`src/source/x11_pkg.sv`:
```
package x11_pkg;

  // ------------------------------
  // widths
  localparam int data_w      = 32;   // bus data and register words
  localparam int addr_dec_w  = 20;   // low address bits decoded
  localparam int hash_w      = 256;
  localparam int hash_words  = 8;    // hash split into 32 bit words

  // input fifo geometry
  localparam int fifo_depth  = 512;
  localparam int fifo_addr_w = 9;
  localparam int fifo_cnt_w  = 10;   // holds 0 .. fifo_depth

  // version word, 0xYYMMDDss
  localparam logic [data_w-1:0] build_date = 32'h16081501;

  // ------------------------------
  // decoded register map
  typedef enum logic [addr_dec_w-1:0] {
    reg_ctrl       = 20'h00000,  // global control
    reg_status     = 20'h00004,  // global status, read only
    reg_version    = 20'h0000C,  // build date, read only
    reg_sha_ctrl   = 20'h00100,
    reg_sha_status = 20'h00104,
    reg_push       = 20'h0010C,  // write pushes, read gives count
    reg_hash_base  = 20'h00110,  // eight hash words follow
    reg_wr_count   = 20'h00130,
    reg_rd_count   = 20'h00134
  } reg_addr_e;

  // control bits
  localparam int ctrl_enable_bit = 0;
  localparam int sha_enable_bit  = 0;
  localparam int sha_reset_bit   = 1;   // one-shot, self clearing
  localparam int sha_dbl_bit     = 4;   // sha256(sha256(x))

  // sha status word
  localparam int sst_ready_bit   = 0;
  localparam int sst_valid_bit   = 1;
  localparam int sst_empty_bit   = 4;
  localparam int sst_afull_bit   = 5;
  localparam int sst_full_bit    = 6;

  // global status word
  localparam int gst_enabled_bit = 0;
  localparam int gst_sha_act_bit = 4;

endpackage

```
`src/source/bus_regs.sv`:
```
`timescale 1ns/1ps

module bus_regs (
  input  logic                            bus_clk,
  input  logic                            bus_rstn,
  // system bus slave
  input  logic [31:0]                     sys_addr_i,
  input  logic [31:0]                     sys_wdata_i,
  input  logic                            sys_wen_i,
  input  logic                            sys_ren_i,
  output logic [31:0]                     sys_rdata_o,
  output logic                            sys_ack_o,
  output logic                            sys_err_o,
  // readable state from the other blocks
  input  logic [31:0]                     status_i,
  input  logic [31:0]                     sha_status_i,
  input  logic [x11_pkg::fifo_cnt_w-1:0]  fifo_count_i,
  input  logic [x11_pkg::hash_w-1:0]      hash_i,
  // control out
  output logic [31:0]                     ctrl_word_o,
  output logic [31:0]                     sha_ctrl_word_o,
  output logic                            push_en_o,
  output logic [31:0]                     push_data_o
);

  localparam int hash_sel_w = $clog2(x11_pkg::hash_words);

  logic [x11_pkg::addr_dec_w-1:0] addr;       // decoded part of the address
  logic [x11_pkg::addr_dec_w-1:0] hash_off;   // offset into the hash window
  logic [hash_sel_w-1:0]          hash_sel;
  logic                           hash_hit;
  logic [x11_pkg::data_w-1:0]     ctrl_q;
  logic [x11_pkg::data_w-1:0]     sha_ctrl_q;
  logic                           push_en_q;
  logic [x11_pkg::data_w-1:0]     push_data_q;
  logic [x11_pkg::data_w-1:0]     rdata_next;
  logic                           ack_q;

  assign addr     = sys_addr_i[x11_pkg::addr_dec_w-1:0];
  assign hash_off = addr - x11_pkg::reg_hash_base;    // wraps high below the base
  assign hash_sel = hash_off[2 +: hash_sel_w];
  assign hash_hit = (hash_off < x11_pkg::addr_dec_w'(4 * x11_pkg::hash_words))
                    && (hash_off[1:0] == 2'b00);

  // ------------------------------
  // write side

  always_ff @(posedge bus_clk) begin
    if (!bus_rstn) begin
      ctrl_q     <= '0;
      sha_ctrl_q <= '0;
      push_en_q  <= 1'b0;
    end else begin
      push_en_q                           <= 1'b0;  // single cycle strobe
      sha_ctrl_q[x11_pkg::sha_reset_bit]  <= 1'b0;  // reset bit lives one cycle
      if (sys_wen_i) begin
        case (addr)
          x11_pkg::reg_ctrl:     ctrl_q     <= sys_wdata_i;
          x11_pkg::reg_sha_ctrl: sha_ctrl_q <= sys_wdata_i;
          x11_pkg::reg_push:     push_en_q  <= 1'b1;
          default: ;                                // read only or unmapped
        endcase
      end
    end
  end

  // push word, qualified by push_en_q
  always_ff @(posedge bus_clk) begin
    if (sys_wen_i && (addr == x11_pkg::reg_push)) begin
      push_data_q <= sys_wdata_i;
    end
  end

  assign ctrl_word_o     = ctrl_q;
  assign sha_ctrl_word_o = sha_ctrl_q;
  assign push_en_o       = push_en_q;
  assign push_data_o     = push_data_q;

  // ------------------------------
  // read side

  always_comb begin
    rdata_next = '0;                          // unmapped reads give zero
    case (addr)
      x11_pkg::reg_ctrl:       rdata_next = ctrl_q;
      x11_pkg::reg_status:     rdata_next = status_i;
      x11_pkg::reg_version:    rdata_next = x11_pkg::build_date;
      x11_pkg::reg_sha_ctrl:   rdata_next = sha_ctrl_q;
      x11_pkg::reg_sha_status: rdata_next = sha_status_i;
      x11_pkg::reg_push,
      x11_pkg::reg_wr_count,
      x11_pkg::reg_rd_count:   rdata_next = x11_pkg::data_w'(fifo_count_i);  // one count
      default: begin
        if (hash_hit) begin
          // word k holds hash bits 32k+31 .. 32k
          rdata_next = hash_i[hash_sel*x11_pkg::data_w +: x11_pkg::data_w];
        end
      end
    endcase
  end

  always_ff @(posedge bus_clk) begin
    if (sys_ren_i) begin
      sys_rdata_o <= rdata_next;              // lines up with the ack
    end
  end

  // every strobe gets an ack one cycle later
  always_ff @(posedge bus_clk) begin
    if (!bus_rstn) begin
      ack_q <= 1'b0;
    end else begin
      ack_q <= sys_wen_i | sys_ren_i;
    end
  end

  assign sys_ack_o = ack_q;
  assign sys_err_o = 1'b0;                    // no error responses on this bus

endmodule

```
`config.mk`:
```
export PLATFORM = sky130hd
export DESIGN_NAME = bus_regs
export DESIGN_NICKNAME = d
export VERILOG_FILES = /design/src/source/x11_pkg.sv /design/src/source/bus_regs.sv
export SDC_FILE = /design/constraint.sdc
export NUM_CORES = 1
export LEC_CHECK = 0
export BUFFER_PORTS_ARGS = -buffer_cell sky130_fd_sc_hd__buf_2
export CORE_AREA = 2 2 207 209
export DETAILED_ROUTE_END_ITERATION = 10
export DIE_AREA = 0 0 209 211
export RECOVER_POWER = 50
export SETUP_SLACK_MARGIN = 0.05
export SYNTH_ARGS = -nofsm -noshare
export SYNTH_HDL_FRONTEND = slang
export SYNTH_SLANG_ARGS = --single-unit
```
`constraint.sdc`:
```
create_clock -name bus_clk -period 15 [get_ports bus_clk]
set_input_delay 3 -clock bus_clk [delete_from_list [all_inputs] [get_ports bus_clk]]
set_output_delay 3 -clock bus_clk [all_outputs]
set_load 0.01 [all_outputs]
```
Yosys cells after proc, flatten, opt, wreduce, memory -nomap -nowiden
Cells that the tools add are included.
{"block": "op_classes", "div": 0, "n_eq_ne": 7, "addsub": 1, "reduce_logical": 9, "n_bitwise": 1, "mul": 0, "n_mux": 3, "n_lt_le_gt_ge": 1, "shifts": 1}
{"operator": "256-bit by 9-bit variable part select with 32-bit output", "n": 1}
{"operator": "32-bit case mux with 6 select lines", "n": 1}
{"operator": "20-bit by 9-bit == test with 1-bit output, second input constant", "n": 5}
{"operator": "32-bit 2-to-1 mux", "n": 1}
{"operator": "20-bit by 3-bit == test with 1-bit output, second input constant", "n": 1}
{"operator": "20-bit by 4-bit == test with 1-bit output, second input constant", "n": 1}
{"operator": "20-bit zero test", "n": 1}
{"operator": "20-bit by 6-bit less-than comparator with 1-bit output, second input constant", "n": 1}
{"operator": "20-bit by 9-bit subtractor with 20-bit output, second input constant", "n": 1}
{"operator": "2-bit AND reduction", "n": 3}
{"operator": "3-bit AND reduction", "n": 1}
{"operator": "3-bit OR reduction", "n": 1}
{"operator": "1-bit logical AND", "n": 2}
{"operator": "2-bit zero test", "n": 1}
{"operator": "1-bit 2-to-1 mux", "n": 1}
{"operator": "1-bit OR", "n": 1}
{"block": "word_totals", "inputBits": 398, "ramBits": 0, "latchBits": 0, "elab_cells": 30, "register_bits": 130, "mem_bits_ro": 0, "output_inout_bits": 131, "memories": 0}

Longest topological paths before layout
{"block": "depth", "ltp_word": 5, "mapped_depth": 10, "depth_no_buf": 7}

Worst setup path after synthesis
No wires, ideal clock.
{"block": "synth_path", "path_kind": "input port to flip-flop", "from": "input port sys_addr_i[16]", "to": "register push_data_q (netlist bit push_data_o[0]), enable pin", "t_arrival_ns": 6.508, "slack_ns": 8.029, "setup_ns": 0.462, "stages": 4, "path_buffers": 1, "cell_sequence": "or4_1 -> or4b_4 -> buf_6 -> nor3_1"}
{"block": "synth_between", "elab_chain_cells": 2}
{"element": "start, declared", "line": "bus_regs.sv:7", "rtl": "input logic [31:0] sys_addr_i,"}
{"element": "20-bit by 9-bit == test with 1-bit output", "line": "bus_regs.sv:69", "rtl": "if (sys_wen_i && (addr == x11_pkg::reg_push)) begin"}
{"element": "1-bit logical AND", "line": "bus_regs.sv:69"}
{"element": "end signal, assigned", "line": "bus_regs.sv:70", "rtl": "push_data_q <= sys_wdata_i;"}
{"element": "end, declared", "line": "bus_regs.sv:35", "rtl": "logic [x11_pkg::data_w-1:0] push_data_q;"}
Every way passes these cells.
A chain may end at the register's enable or synchronous reset.

Final worst setup path
{"block": "layout_path", "from": "input port sys_addr_i[7]", "to": "register sys_rdata_o[3] (data pin)"}
{"block": "layout_between", "elab_chain_cells": 5, "elab_cells_between_ends": 14, "classes_between": "1 x add/sub; 1 x order compare; 7 x eq/ne; 2 x mux; 3 x reduce/logical"}
{"element": "20-bit by 9-bit subtractor with 20-bit output", "line": "bus_regs.sv:40", "rtl": "assign hash_off = addr - x11_pkg::reg_hash_base;"}
{"element": "20-bit by 6-bit less-than comparator with 1-bit output", "line": "bus_regs.sv:42", "rtl": "assign hash_hit = (hash_off < x11_pkg::addr_dec_w'(4 * x11_pkg::hash_words))"}
{"element": "1-bit logical AND", "line": "bus_regs.sv:43", "rtl": "&& (hash_off[1:0] == 2'b00);"}
{"element": "32-bit 2-to-1 mux", "line": "bus_regs.sv:94", "rtl": "if (hash_hit) begin"}
{"element": "32-bit case mux with 6 select lines (*)", "line": "bus_regs.sv:84", "rtl": "case (addr)"}
{"element": "via rdata_next (one bit)", "line": "bus_regs.sv:36", "rtl": "logic [x11_pkg::data_w-1:0] rdata_next;"}
{"element": "end signal, assigned", "line": "bus_regs.sv:104", "rtl": "sys_rdata_o <= rdata_next;"}
{"element": "end, declared", "line": "bus_regs.sv:11", "rtl": "output logic [31:0] sys_rdata_o,"}
The timed path passes the listed nets; every way through them passes the cells marked *.

==> flow_summary.toml <==
[timing]
setup_violations = 0
worstMarginPinSlew_ns = 2.171
fmax_mhz = 182.7
drv_slew = 34
finalWorstPathRequiredPeriod_ns = 5.474
rsz0062_at_grt = "no"
fin_crit_sh = 0.3649
setup-tns-final_ns = 0
skew_ns = 0.01304
relSlewSlack = -0.4474
hold_violations = 0

[cts]
cts_resized = 0
clk_pin_slew_ns = 0.06
post_cts_buffers = 0
h-tree-depth = 4
clkLatencyLatePin_ns = 0.43
cts_tree = "built"
clock-root-buffer = "clkbuf_16"
clockBufferDepth = 2
cts_buffers = 17
cts_num_sinks = 130
cts_hold_buffers = 0

[floorplanning]
dieArea_sq_um = 44100
die_w_um = 209
ios = 529
start_util = 0.1880
die_y_um = 211
rows = 75
core_area_sq_um = 41760

[synthesis]
syn_inst = 654
synth_edf_count = 64
async_flop_share = 0
netlist_area_sq_um = 7853
ys_seq_elements = 130
syn_nets = 1054
synth-main-ff-cell = "dfxtp_1"
yosysSeqAreaShare = 0.4130
yosys_warnings = 0
ys_types = 53
avgSynthCellArea_sq_um = 12.01

[worst_setup_path]
criticalPathCategory = "in -> reg"
r2r_setup_slack_ns = 12.97
endpoint_kind = "flip-flop"
r2r_end = "sys_rdata_o[0]"
required_ns = 15.26
r2r_start = "ctrl_word_o[0]"
startpoint_type = "input port"
crit_arrival_ns = 5.73
r2r_cells = 3
crit_path_max_fanout = 9

[global_routing]
use_met2 = 0.2786
grt_max_degree = 67
antenna_found_initial = 10
grt.busiest_layer = "met2"
grt.total_usage = 0.1635
grt_pass1_vias = 7836
grt_pass1_wl_mm = 52.23
met1_usage = 0.1971
gr-usage-met3 = 0.03866
grt_overflow = 0

[route]
ant_nets = 0
dr.first_iter.drc_count = 494
viasPerCell = 4.604
drc = 0
drt-total-wl_mm = 37.65
drt_first_pass_iters = 5
vias = 7808
wl_per_cell_um = 22.20

[power_and_ir_drop]
vdd_drop_max_uv = 61.29
power_per_cell_area_nw_per_um2 = 81.61
power.static_leakage_uw = 0.004388

[status]
status = "finished, violations left"
violations = "max-capacitance violations, max-slew violations"

[layout]
instances_no_fill = 1696
design_area_sq_um = 11330
seq_area_sq_um = 3243
syn2layout_area_growth_pct = 44.25
num-nets-final = 1540
drive_gt1_frac = 0.4761
num-fill-cells = 4540
multi_input_area_sq_um = 4340

[worst_hold_path]
whs_path_depth = 2
min-delay-start = "ctrl_word_o[26]"
hold_class = "reg -> reg"
min_to = "ctrl_word_o[26]"

[job]
drv_cap = 1

[place]
placedCellCount = 1660
placed_cell_area_sq_um = 10940
dp_hpwl_mm = 30.28
place_congestion = 0.8206
io_buffers = 515
==> placed cells by master, fill, tap and decap left out, drive strengths merged, types with 8 or more instances in the layout <==
cell type,Yosys,layout
mux4,84,84
mux2i,37,37
buf,28,396
o31ai,27,27
nand2,152,152
inv,3,8
dfxtp,66,66
a21oi,10,10
clkbuf,31,149
edfxtp,64,64
a21boi,63,63
==> through the flow <==
stage | power [uW] | hold WS (ns) | setup slack, ns | util
3_3_place_gp | 539.3 | 0.4478 | 9.158 | 0.2619
3_5_place_dp | 541.9 | 0.4543 | 9.130 | 0.2619
2_1_floorplan | 456.7 | 0.4837 | 8.029 | -
4_1_cts | 940.8 | 0.4621 | 9.608 | 0.2749
6_report | 924.4 | 0.4613 | 9.526 | 0.2713
5_1_grt | 962.9 | 0.4856 | 9.441 | 0.2711
==> flip-flops by register name (all words and copies together) (netlist names) <==
name             cells
ctrl_word_o         32
push_data_o         32
push_en_o            1
sha_ctrl_word_o     32
sys_ack_o            1
sys_rdata_o         32
==> cells by family (layout without fill, tap and decap cells) <==
| logic type | count (synthesis) | in the layout | share of synthesized area |
|---|---|---|---|
| AND/OR/NAND/NOR | 192 | 192 | 0.1120 |
| flip-flops | 130 | 130 | 0.4130 |
| other | 1 | 5 | 0.0004776 |
| buffers and inverters | 62 | 561 | 0.03649 |
| AO/OA/AOI/OAI | 138 | 138 | 0.1356 |
| multiplexers | 128 | 128 | 0.2981 |
| adder cells (fa/ha/maj) | 2 | 2 | 0.003186 |
| XOR/XNOR | 1 | 1 | 0.001116 |
==> Yosys cell counts (3+ instances only) <==
| master | n | area share |
|---|---|---|
| nand2_2 | 10 | 0.0080 |
| or4_1 | 4 | 0.0038 |
| o311ai_1 | 4 | 0.0045 |
| nor4_1 | 3 | 0.0024 |
| o31ai_1 | 27 | 0.026 |
| a222oi_1 | 6 | 0.0076 |
| a21oi_1 | 10 | 0.0064 |
| nor2_1 | 7 | 0.0033 |
| mux4_2 | 84 | 0.24 |
| o21ai_0 | 7 | 0.0045 |
| a21boi_1 | 43 | 0.041 |
| dfxtp_1 | 66 | 0.17 |
| nor3_1 | 6 | 0.0038 |
| edfxtp_1 | 64 | 0.24 |
| clkbuf_1 | 31 | 0.015 |
| and3_1 | 3 | 0.0024 |
| buf_1 | 12 | 0.0057 |
| a21boi_2 | 10 | 0.014 |
| a22oi_1 | 7 | 0.0067 |
| a221oi_1 | 3 | 0.0033 |
| mux2i_1 | 37 | 0.047 |
| mux2_2 | 7 | 0.010 |
| buf_6 | 5 | 0.0072 |
| nand2_1 | 142 | 0.068 |
| a21boi_0 | 10 | 0.0096 |
| buf_2 | 10 | 0.0064 |
==> worst max path at each step <==
stage              startpoint               to  slack [ns]  cells past startpoint
5_1_grt         sys_addr_i[2]  sys_rdata_o[27]        9.44                      5
3_5_place_dp   sys_addr_i[13]   sys_rdata_o[3]        9.13                      6
6_report        sys_addr_i[7]   sys_rdata_o[3]        9.53                      6
2_1_floorplan  sys_addr_i[16]   push_data_o[0]        8.03                      4
4_1_cts        sys_addr_i[13]   sys_rdata_o[3]        9.61                      6
3_3_place_gp   sys_addr_i[13]   sys_rdata_o[3]        9.16                      6
==> layout make-up <==
cell class	instances	area share
antenna	4	0.0008837
clock buffer	19	0.03910
clock inverter	13	0.008947
inverter	3	0.0009941
multi-input combinational	462	0.3832
sequential	130	0.2863
tap	539	0.05954
timing repair buffer	526	0.2210
==> layer usage <==
metal / vias up / wire (um)
met4: 8 / 1180
li1: 3532 / -
met1: 3833 / 15090
met3: 49 / 2566
met2: 386 / 18760
met5: - / 54
==> critical path, cell delays in order <==
cell      delay [ns]
buf_2           0.14
nor4_1          0.50
nand3b_1        0.53
nor4_2          0.96
a222oi_1        0.45
o31ai_1         0.15
==> report_power, final <==
part	leakage, uW	total, uW	switching (uW)	internal (uW)
sequential	0.00112	378	1.36	376
clock	0.000270	394	176	218
combinational	0.00299	152	71.1	81.4
Note: power is estimated with default switching activity, not from simulation.
