File: src/source/x11_pkg.sv
package x11_pkg;

  // ------------------------------
  // widths
  localparam int data_w      = 32;   // bus data and register words
  localparam int addr_dec_w  = 20;   // low address bits decoded
  localparam int hash_w      = 256;
  localparam int hash_words  = 8;    // hash split into 32 bit words

  // input fifo geometry
  localparam int fifo_depth  = 512;
  localparam int fifo_addr_w = 9;
  localparam int fifo_cnt_w  = 10;   // holds 0 .. fifo_depth

  // version word, 0xYYMMDDss
  localparam logic [data_w-1:0] build_date = 32'h16081501;

  // ------------------------------
  // decoded register map
  typedef enum logic [addr_dec_w-1:0] {
    reg_ctrl       = 20'h00000,  // global control
    reg_status     = 20'h00004,  // global status, read only
    reg_version    = 20'h0000C,  // build date, read only
    reg_sha_ctrl   = 20'h00100,
    reg_sha_status = 20'h00104,
    reg_push       = 20'h0010C,  // write pushes, read gives count
    reg_hash_base  = 20'h00110,  // eight hash words follow
    reg_wr_count   = 20'h00130,
    reg_rd_count   = 20'h00134
  } reg_addr_e;

  // control bits
  localparam int ctrl_enable_bit = 0;
  localparam int sha_enable_bit  = 0;
  localparam int sha_reset_bit   = 1;   // one-shot, self clearing
  localparam int sha_dbl_bit     = 4;   // sha256(sha256(x))

  // sha status word
  localparam int sst_ready_bit   = 0;
  localparam int sst_valid_bit   = 1;
  localparam int sst_empty_bit   = 4;
  localparam int sst_afull_bit   = 5;
  localparam int sst_full_bit    = 6;

  // global status word
  localparam int gst_enabled_bit = 0;
  localparam int gst_sha_act_bit = 4;

endpackage

File: src/source/sha256_ctrl.sv
`timescale 1ns/1ps

module sha256_ctrl (
  input  logic                        bus_clk,
  input  logic                        bus_rstn,
  input  logic [31:0]                 ctrl_word_i,
  input  logic [31:0]                 sha_ctrl_word_i,
  input  logic                        fifo_empty_i,
  input  logic                        fifo_almost_full_i,
  input  logic                        fifo_full_i,
  input  logic                        engine_ready_i,
  input  logic                        hash_valid_i,
  input  logic [x11_pkg::hash_w-1:0]  hash_data_i,
  output logic                        sha_rstn_o,       // fifo flush, low while idle
  output logic                        engine_start_o,
  output logic                        dbl_hash_o,
  output logic [x11_pkg::hash_w-1:0]  hash_o,
  output logic [31:0]                 status_o,
  output logic [31:0]                 sha_status_o
);

  logic                       enabled;
  logic                       act_next;
  logic                       act_q;        // sha section activated
  logic                       start_q;
  logic                       valid_d;
  logic [x11_pkg::hash_w-1:0] hash_q;

  assign enabled  = ctrl_word_i[x11_pkg::ctrl_enable_bit];
  assign act_next = enabled
                    && sha_ctrl_word_i[x11_pkg::sha_enable_bit]
                    && !sha_ctrl_word_i[x11_pkg::sha_reset_bit];

  // ------------------------------
  // activation and start
  always_ff @(posedge bus_clk) begin
    if (!bus_rstn) begin
      act_q   <= 1'b0;
      start_q <= 1'b0;
    end else begin
      act_q   <= act_next;
      // never two starts back to back
      start_q <= act_q && !fifo_empty_i && engine_ready_i && !start_q;
    end
  end

  // hash capture on the valid rising edge, zero while idle
  always_ff @(posedge bus_clk) begin
    if (!bus_rstn || !act_q) begin
      valid_d <= 1'b0;
      hash_q  <= '0;
    end else begin
      valid_d <= hash_valid_i;
      if (hash_valid_i && !valid_d) hash_q <= hash_data_i;
    end
  end

  assign sha_rstn_o     = act_q;
  assign engine_start_o = start_q;
  assign dbl_hash_o     = act_q && sha_ctrl_word_i[x11_pkg::sha_dbl_bit];
  assign hash_o         = hash_q;

  // ------------------------------
  // status words
  always_comb begin
    status_o                            = '0;
    status_o[x11_pkg::gst_enabled_bit]  = enabled;
    status_o[x11_pkg::gst_sha_act_bit]  = act_q;
    sha_status_o                        = '0;
    sha_status_o[x11_pkg::sst_ready_bit] = engine_ready_i;
    sha_status_o[x11_pkg::sst_valid_bit] = hash_valid_i;
    sha_status_o[x11_pkg::sst_empty_bit] = fifo_empty_i;
    sha_status_o[x11_pkg::sst_afull_bit] = fifo_almost_full_i;
    sha_status_o[x11_pkg::sst_full_bit]  = fifo_full_i;
  end

endmodule

File: config.mk
export PLATFORM = sky130hd
export DESIGN_NAME = sha256_ctrl
export DESIGN_NICKNAME = d
export VERILOG_FILES = /design/src/source/x11_pkg.sv /design/src/source/sha256_ctrl.sv
export SDC_FILE = /design/constraint.sdc
export NUM_CORES = 1
export LEC_CHECK = 0
export ABC_AREA = 1
export BUFFER_PORTS_ARGS = -buffer_cell sky130_fd_sc_hd__buf_4
export CAP_MARGIN = 10
export CORE_AREA = 4 4 253 255
export CTS_BUF_LIST = sky130_fd_sc_hd__clkbuf_16
export CTS_CLUSTER_SIZE = 16
export DETAILED_ROUTE_END_ITERATION = 10
export DIE_AREA = 0 0 257 259
export PLACE_DENSITY = 0.44
export SYNTH_ARGS = -nofsm -noshare
export SYNTH_HDL_FRONTEND = slang
export SYNTH_SLANG_ARGS = --single-unit
File: constraint.sdc
create_clock -name bus_clk -period 3.2 [get_ports bus_clk]
set_clock_uncertainty 0.2 [all_clocks]
set_input_delay 0.64 -clock bus_clk [delete_from_list [all_inputs] [get_ports bus_clk]]
set_output_delay 0.64 -clock bus_clk [all_outputs]
set_load 0.02 [all_outputs]
# After elaboration in Yosys (flattened, before gate mapping)
# Index checks and enable logic that the tools add are counted.
# classes
n_reduce_logical	14
# ops
cell	n
$logic_and 1x1->1	7
$logic_not 1->1	6
$logic_or 1x1->1	1
# totals
elab_cells	18
input_bits	327
reg_bits	259

# Longest topological paths before layout
# Gate-level depths: netlist of the first run.
# logic_depth
word_depth	4
depth_mapped	7

# Worst setup path after synthesis of the first run
# No wires, ideal clock.
# synth_path
path_kind	input port to output port
from	input port sha_ctrl_word_i[4]
to	output port dbl_hash_o
path_stages	2
slack_ns	1.534
arrival_ns	0.826
n_path_buf	0
t_required_ns	2.360
cell_sequence	nand2_1 > inv_1
# synth_between
elab_chain_cells	1
# synth_lines
item	line_no	text
start, declared	sha256_ctrl.sv:7	input logic [31:0] sha_ctrl_word_i,
$logic_and 1x1->1	sha256_ctrl.sv:60	assign dbl_hash_o = act_q && sha_ctrl_word_i[x11_pkg::sha_dbl_bit];
end, declared	sha256_ctrl.sv:16	output logic dbl_hash_o,
# No other way between the ends.

# Worst setup path in the final report of the first run
# layout_path
from	input port hash_valid_i
to	output port sha_status_o[1]
# layout_lines
item	line_no	text
start, declared	sha256_ctrl.sv:12	input logic hash_valid_i,
end, declared	sha256_ctrl.sv:19	output logic [31:0] sha_status_o
# No word-level cell between the ends.

==> impl_metrics.env, run 1 <==
export IMPL_cts_tree="yes"
export IMPL_die_area_um2=66600
export IMPL_slowest_delay_ns=0.31
export IMPL_ios=650
export IMPL_status="completed"
export IMPL_clk_latency_ns=0.52
export IMPL_p_per_area_nw_per_um2=456
export IMPL_crit_chain="clkbuf_8 > buf_4"
export IMPL_drive_above_1_share_pct=26.8
export IMPL_relSlewSlack_pct=54.2
export IMPL_path_max_fanout=44
export IMPL_core_um2=61600
export IMPL_cts_repair_resized=0
export IMPL_num_antenna_cells=0
export IMPL_ys_warn_count=0
export IMPL_ys_ff_latch=259
export IMPL_yosysSeqAreaShare_pct=45.2
export IMPL_final_antenna_net_count=0
export IMPL_crit_arrival_ns=1.18
export IMPL_r2r_cells=5
export IMPL_drtPass1Iterations=4
export IMPL_syn_area_um2=11500
export IMPL_die_w_um=257
export IMPL_cts_sinks=259
export IMPL_finalSetupTns_ns=0
export IMPL_cts_made_buffers=35
export IMPL_rows=91
export IMPL_total_power_mw=7.72
export IMPL_crit_type="in -> out"
export IMPL_grtUsageTotal_pct=12.0
export IMPL_mostFrequentLayoutCells="buf_4 (537), nor2_1 (513), inv_1 (270)"
export IMPL_place_ws_ns=0.926
export IMPL_grt_pass1_vias=11191
export IMPL_cts_hold_buf=0
export IMPL_crit_start="hash_valid_i"
export IMPL_r2r_end="hash_o[111]$_SDFFE_PP0P_"
export IMPL_rrSetupSlack_ns=1.21
export IMPL_vias_per_cell=3.81
export IMPL_routed_wl_mm=42.7
export IMPL_setup_ws_ns=1.18
export IMPL_cts_root_buffer="clkbuf_16"
export IMPL_required_ns=2.36
export IMPL_report_final_setup_viol=0
export IMPL_worstMarginPinSlew_ns=0.687
export IMPL_critPathLaunchType="primary input"
export IMPL_ir_worst_vdd_uv=297
export IMPL_endpoint="sha_status_o[1]"
export IMPL_gp_congestion=0.779
export IMPL_path_delay_family="buffers and inverters"
export IMPL_grt_max_degree=115
export IMPL_report_final_slew_viol_count=0
export IMPL_fin_crit_sh_pct=63.0
export IMPL_antenna_found_initial=2
export IMPL_drc=0
export IMPL_avgSynthCellArea_um2=6.64
export IMPL_netlist_instances=1730
export IMPL_cts_max_level=2
export IMPL_num_vias=11625
export IMPL_fmax_mhz=496
export IMPL_crit_cells=2
export IMPL_cts_setup_buffers=0
export IMPL_maxCapViolations=0
export IMPL_worst_setup_path_end_kind="primary output"
export IMPL_final_nets=2520
export IMPL_hp_class="in -> reg"
export IMPL_place_hpwl_mm=30.3
export IMPL_cts_buffer_depth=3
export IMPL_routedWlPerCell_um=14.0
export IMPL_min_delay_start="sha_ctrl_word_i[1]"
export IMPL_area_growth_pct=47.4
export IMPL_leakagePower_nw=8.84
export IMPL_clkTransAtPathRegs_ns=0.05
export IMPL_grt_overflow=0
export IMPL_die_y_um=259
export IMPL_hold_viol_final=0
export IMPL_initial_utilization_pct=18.6
export IMPL_num_fill_cells=6914
export IMPL_final_common_cell="buf_4"
export IMPL_drt_iter0_drc=489
export IMPL_io_buffers=528
export IMPL_grt_pass1_wl_mm=64.8
export IMPL_r2r_start="valid_d$_SDFF_PP0_"
export IMPL_ys_types=14
export IMPL_slowest_stage="clkbuf_8"
export IMPL_min_period_ns=2.02
export IMPL_timing_critical_path_buf_inv=2
export IMPL_rsz0062_at_grt="false"
## registers in the layout (all words and copies together), names as in the netlist
signal	count
hash_o	256
sha_rstn_o	1
engine_start_o	1
valid_d	1
## cells in the mapped netlist
master	number	area, um^2
nor2_1	513	1930
conb_1	1	3.75
nor2_2	1	6.26
nor3b_1	1	7.51
inv_1	259	972
buf_2	83	415
buf_4	91	683
nor3_1	1	5.00
dfxtp_1	259	5180
nand2_1	260	976
clkbuf_1	2	7.51
inv_2	2	7.51
buf_1	1	3.75
nand3_1	256	1280
## area by class of cell
class                   count  area [um^2]  share of cell area [%]
inverters                 261          995                    5.88
clock inverters            23          118                   0.695
multi-input cells        1089         4420                    26.1
flip-flops and latches    259         5180                    30.7
repair buffers            547         4230                    25.0
well taps                 837         1050                    6.19
clock buffers              37          926                    5.47
## report_power, final
part	leakage (nW)	internal [mW]	switching, mW
sequential	2.09	3.25	0.0149
combinational	6.19	0.382	0.455
clock	0.559	2.14	1.47
## layer usage
layer  global-route usage [%]  up-vias  wire length, um
li1                         -     5927                -
met1                     13.9     5265            17000
met2                     21.0      369            21100
met3                     3.97       62             3390
met4                     4.05        2             1210
met5                        0        -               13
## worst min-delay path by stage
stage / endpoint / slack (ns) / cells past startpoint
2_1_floorplan: hash_o[100]$_SDFFE_PP0P_ / 0.36 / 2
3_3_place_gp: hash_o[243]$_SDFFE_PP0P_ / 0.26 / 2
3_5_place_dp: hash_o[168]$_SDFFE_PP0P_ / 0.27 / 2
4_1_cts: sha_rstn_o$_SDFF_PN0_ / 0.03 / 2
5_1_grt: sha_rstn_o$_SDFF_PN0_ / 0.03 / 2
6_report: sha_rstn_o$_SDFF_PN0_ / 0.07 / 2
## logic make-up after synthesis
kind of cell           after synthesis  synth area share [%]
and+or+nand+nor                   1032                  36.6
buffers and inverters              438                  18.2
DFF                                259                  45.2
other                                1                0.0327
## per-stage QoR
| stage | cells | area (um^2) | util [%] | hold WS (ns) |
|---|---|---|---|---|
| finish | 3053 | 16900 | 27.5 | 0.0748 |
| global route | 3053 | 16900 | 27.5 | 0.0346 |
| CTS | 3053 | 16900 | 27.5 | 0.0294 |
| detailed placement | 2993 | 15900 | 25.8 | 0.273 |
| global placement | 2993 | 15900 | 25.8 | 0.264 |
| floorplan | 1786 | 11700 | - | 0.358 |
No activity file was read; power rests on OpenSTA's default activity.
==> run 2, diff against run 1 <==
ABC_AREA = 0   (was 1)
CORE_AREA = 4 4 252 254   (was 4 4 253 255)
DIE_AREA = 0 0 256 258   (was 0 0 257 259)
PLACE_DENSITY = 0.42   (was 0.44)
clock period = 1.8 ns   (was 3.2 ns; I/O delays follow)
==> impl_metrics.env, run 2 <==
export IMPL_status="completed"
export IMPL_crit_chain="dlygate4sd3_1 > buf_6 > buf_4"
export IMPL_p_clk_share_pct=46.2
export IMPL_slowest_delay_ns=0.56
export IMPL_synthTopCellsByCount="nand2_1 (513), dfxtp_1 (259), a21oi_1 (256)"
export IMPL_required_ns=1.24
export IMPL_cts_tree="yes"
export IMPL_holdWs_ns=0.123
export IMPL_r2r_cells=6
export IMPL_ir_worst_vdd_uv=593
export IMPL_critPathLaunchType="primary input"
export IMPL_path_max_fanout=4
export IMPL_antenna_found_initial=1
export IMPL_die_area_um2=66000
export IMPL_finalSetupTns_ns=0
export IMPL_ys_ff_latch=259
export IMPL_clkTransAtPathRegs_ns=0.06
export IMPL_place_area_um2=14200
export IMPL_grt_pass1_wl_mm=59.7
export IMPL_synth_area_leader_cell="dfxtp_1"
export IMPL_netlist_instances=1184
export IMPL_slowest_stage="dlygate4sd3_1"
export IMPL_crit_arrival_ns=1.21
export IMPL_crit_start="hash_valid_i"
export IMPL_rrSetupSlack_ns=0.14
export IMPL_final_common_cell="buf_4"
export IMPL_report_final_setup_viol=0
export IMPL_final_nets=2288
export IMPL_grtUsageTotal_pct=11.1
export IMPL_p_sw_mw=3.38
export IMPL_routed_wl_mm=39.1
export IMPL_die_y_um=258
export IMPL_design_area_um2=17900
export IMPL_ys_types=16
export IMPL_ios=650
export IMPL_avgSynthCellArea_um2=8.03
export IMPL_cts_made_buffers=34
export IMPL_grt_max_degree=60
export IMPL_netSwitchingFraction_pct=24.2
export IMPL_gp_congestion=0.783
export IMPL_rsz0062_at_grt="false"
export IMPL_cts_sinks=259
export IMPL_largest_register_ffs=256
export IMPL_min_delay_start="bus_rstn"
export IMPL_p_per_area_nw_per_um2=778
export IMPL_report_final_slew_viol_count=0
export IMPL_synth_edf_count=0
export IMPL_leakagePower_nw=7.81
export IMPL_num_vias=10372
export IMPL_drtPass1Iterations=5
export IMPL_min_period_ns=1.77
export IMPL_r2r_start="sha_rstn_o$_SDFF_PN0_"
export IMPL_setup_ws_ns=0.0311
export IMPL_path_delay_family="buffers and inverters"
export IMPL_async_flop_share_pct=0
export IMPL_fmax_mhz=565
export IMPL_ys_flop_type="dfxtp_1"
export IMPL_initial_utilization_pct=15.5
export IMPL_final_antenna_net_count=0
export IMPL_grt_overflow=0
export IMPL_rows=91
export IMPL_fin_crit_sh_pct=98.3
export IMPL_drive_above_1_share_pct=31.2
export IMPL_drt_iter0_drc=493
export IMPL_combPwrFrac_pct=12.3
export IMPL_syn_area_um2=9500
export IMPL_timing_critical_path_buf_inv=3
export IMPL_r2r_end="hash_o[138]$_SDFFE_PP0P_"
export IMPL_core_um2=61300
export IMPL_worst_setup_path_end_kind="primary output"
export IMPL_total_power_mw=13.9
export IMPL_place_ws_ns=0.144
export IMPL_ys_warn_count=0
export IMPL_crit_cells=3
export IMPL_cts_buffer_depth=3
export IMPL_cts_max_level=2
export IMPL_hp_class="in -> reg"
export IMPL_drc=0
export IMPL_die_w_um=256
export IMPL_yosysSeqAreaShare_pct=54.6
export IMPL_area_growth_pct=88.4
export IMPL_crit_type="in -> out"
export IMPL_clk_latency_ns=0.53
export IMPL_seqPwrFrac_pct=41.5
export IMPL_vias_per_cell=3.73
export IMPL_ys_top_cells_by_area="dfxtp_1 (55%), nand2_1 (20%), a21oi_1 (13%)"
export IMPL_io_buffers=528
export IMPL_hold_viol_final=0
export IMPL_yosysTopAreaCellShare_pct=54.6
export IMPL_cts_root_buffer="clkbuf_16"
export IMPL_maxCapViolations=0
export IMPL_routedWlPerCell_um=14.1
export IMPL_place_hpwl_mm=27.9
export IMPL_grt_pass1_vias=10547
export IMPL_synth_most_common_cell="nand2_1"
export IMPL_endpoint="sha_status_o[1]"
export IMPL_internal_power_mw=10.6
export IMPL_mostFrequentLayoutCells="buf_4 (550), nand2_1 (512), dlygate4sd3_1 (262)"
## run 2: timing repair
item,4_1_cts,5_1_grt
resized for setup,2,1
hold buffers,262,0
setup buffers,1,1
setup endpoints to repair,3,2
hold endpoints to repair,259,0
## run 2: area by class of cell
class / count / area, um^2
Fill cell: 6548 / 43300
Timing Repair Buffer: 834 / 7180
Sequential cell: 259 / 5190
Multi-Input combinational cell: 832 / 3490
Tap cell: 790 / 988
Clock buffer: 37 / 926
Clock inverter: 24 / 133
Antenna cell: 1 / 2.50
## run 2: worst reg2reg max path: cells and delay by family, from the launching register on
kind	cells	cell delay, ns
buffers and inverters	4	0.78
flip-flops	1	0.35
AO/OA/AOI/OAI	1	0.11
AND/OR/NAND/NOR	1	0.08
## run 2: power groups by stage
| stage | sequential [mW] | clock, mW | combinational (mW) |
|---|---|---|---|
| 3_5_place_dp | 5.91 | 0 | 1.24 |
| 3_3_place_gp | 5.91 | 0 | 1.24 |
| 5_1_grt | 5.79 | 6.99 | 1.86 |
| 6_report | 5.79 | 6.44 | 1.71 |
| 2_1_floorplan | 5.95 | 0 | 0.627 |
| 4_1_cts | 5.79 | 6.75 | 1.72 |
## run 2: worst min path at each step
| stage | to | slack, ns | depth (start not counted) |
|---|---|---|---|
| 2_1_floorplan | engine_start_o$_SDFF_PN0_ | 0.24 | 1 |
| 3_3_place_gp | engine_start_o$_SDFF_PN0_ | 0.21 | 1 |
| 3_5_place_dp | engine_start_o$_SDFF_PN0_ | 0.22 | 1 |
| 4_1_cts | hash_o[102]$_SDFFE_PP0P_ | 0.08 | 4 |
| 5_1_grt | hash_o[247]$_SDFFE_PP0P_ | 0.10 | 4 |
| 6_report | hash_o[102]$_SDFFE_PP0P_ | 0.12 | 4 |
## run 2: per-stage QoR
stage | util [%] | std cells
global placement | 23.2 | 2451
finish | 29.2 | 2777
CTS | 29.2 | 2775
detailed placement | 23.2 | 2451
global route | 29.2 | 2777
floorplan | - | 1240
## run 2: metal layers
layer	GRT usage (%)	wire, um	vias up
met1	12.5	15400	4716
met3	3.80	3060	71
li1	-	-	5217
met4	4.19	1250	0
met5	0	0	-
met2	19.6	19400	368
## run 2: cells by family (layout without fill, tap and decap cells)
family	Yosys count	in the layout	share of synthesized area, %
AOI/OAI and AO/OA	256	256	13.5
buffers and inverters	149	895	11.2
DFF	259	259	54.6
other	1	58	0.0395
and+or+nand+nor	519	519	20.7
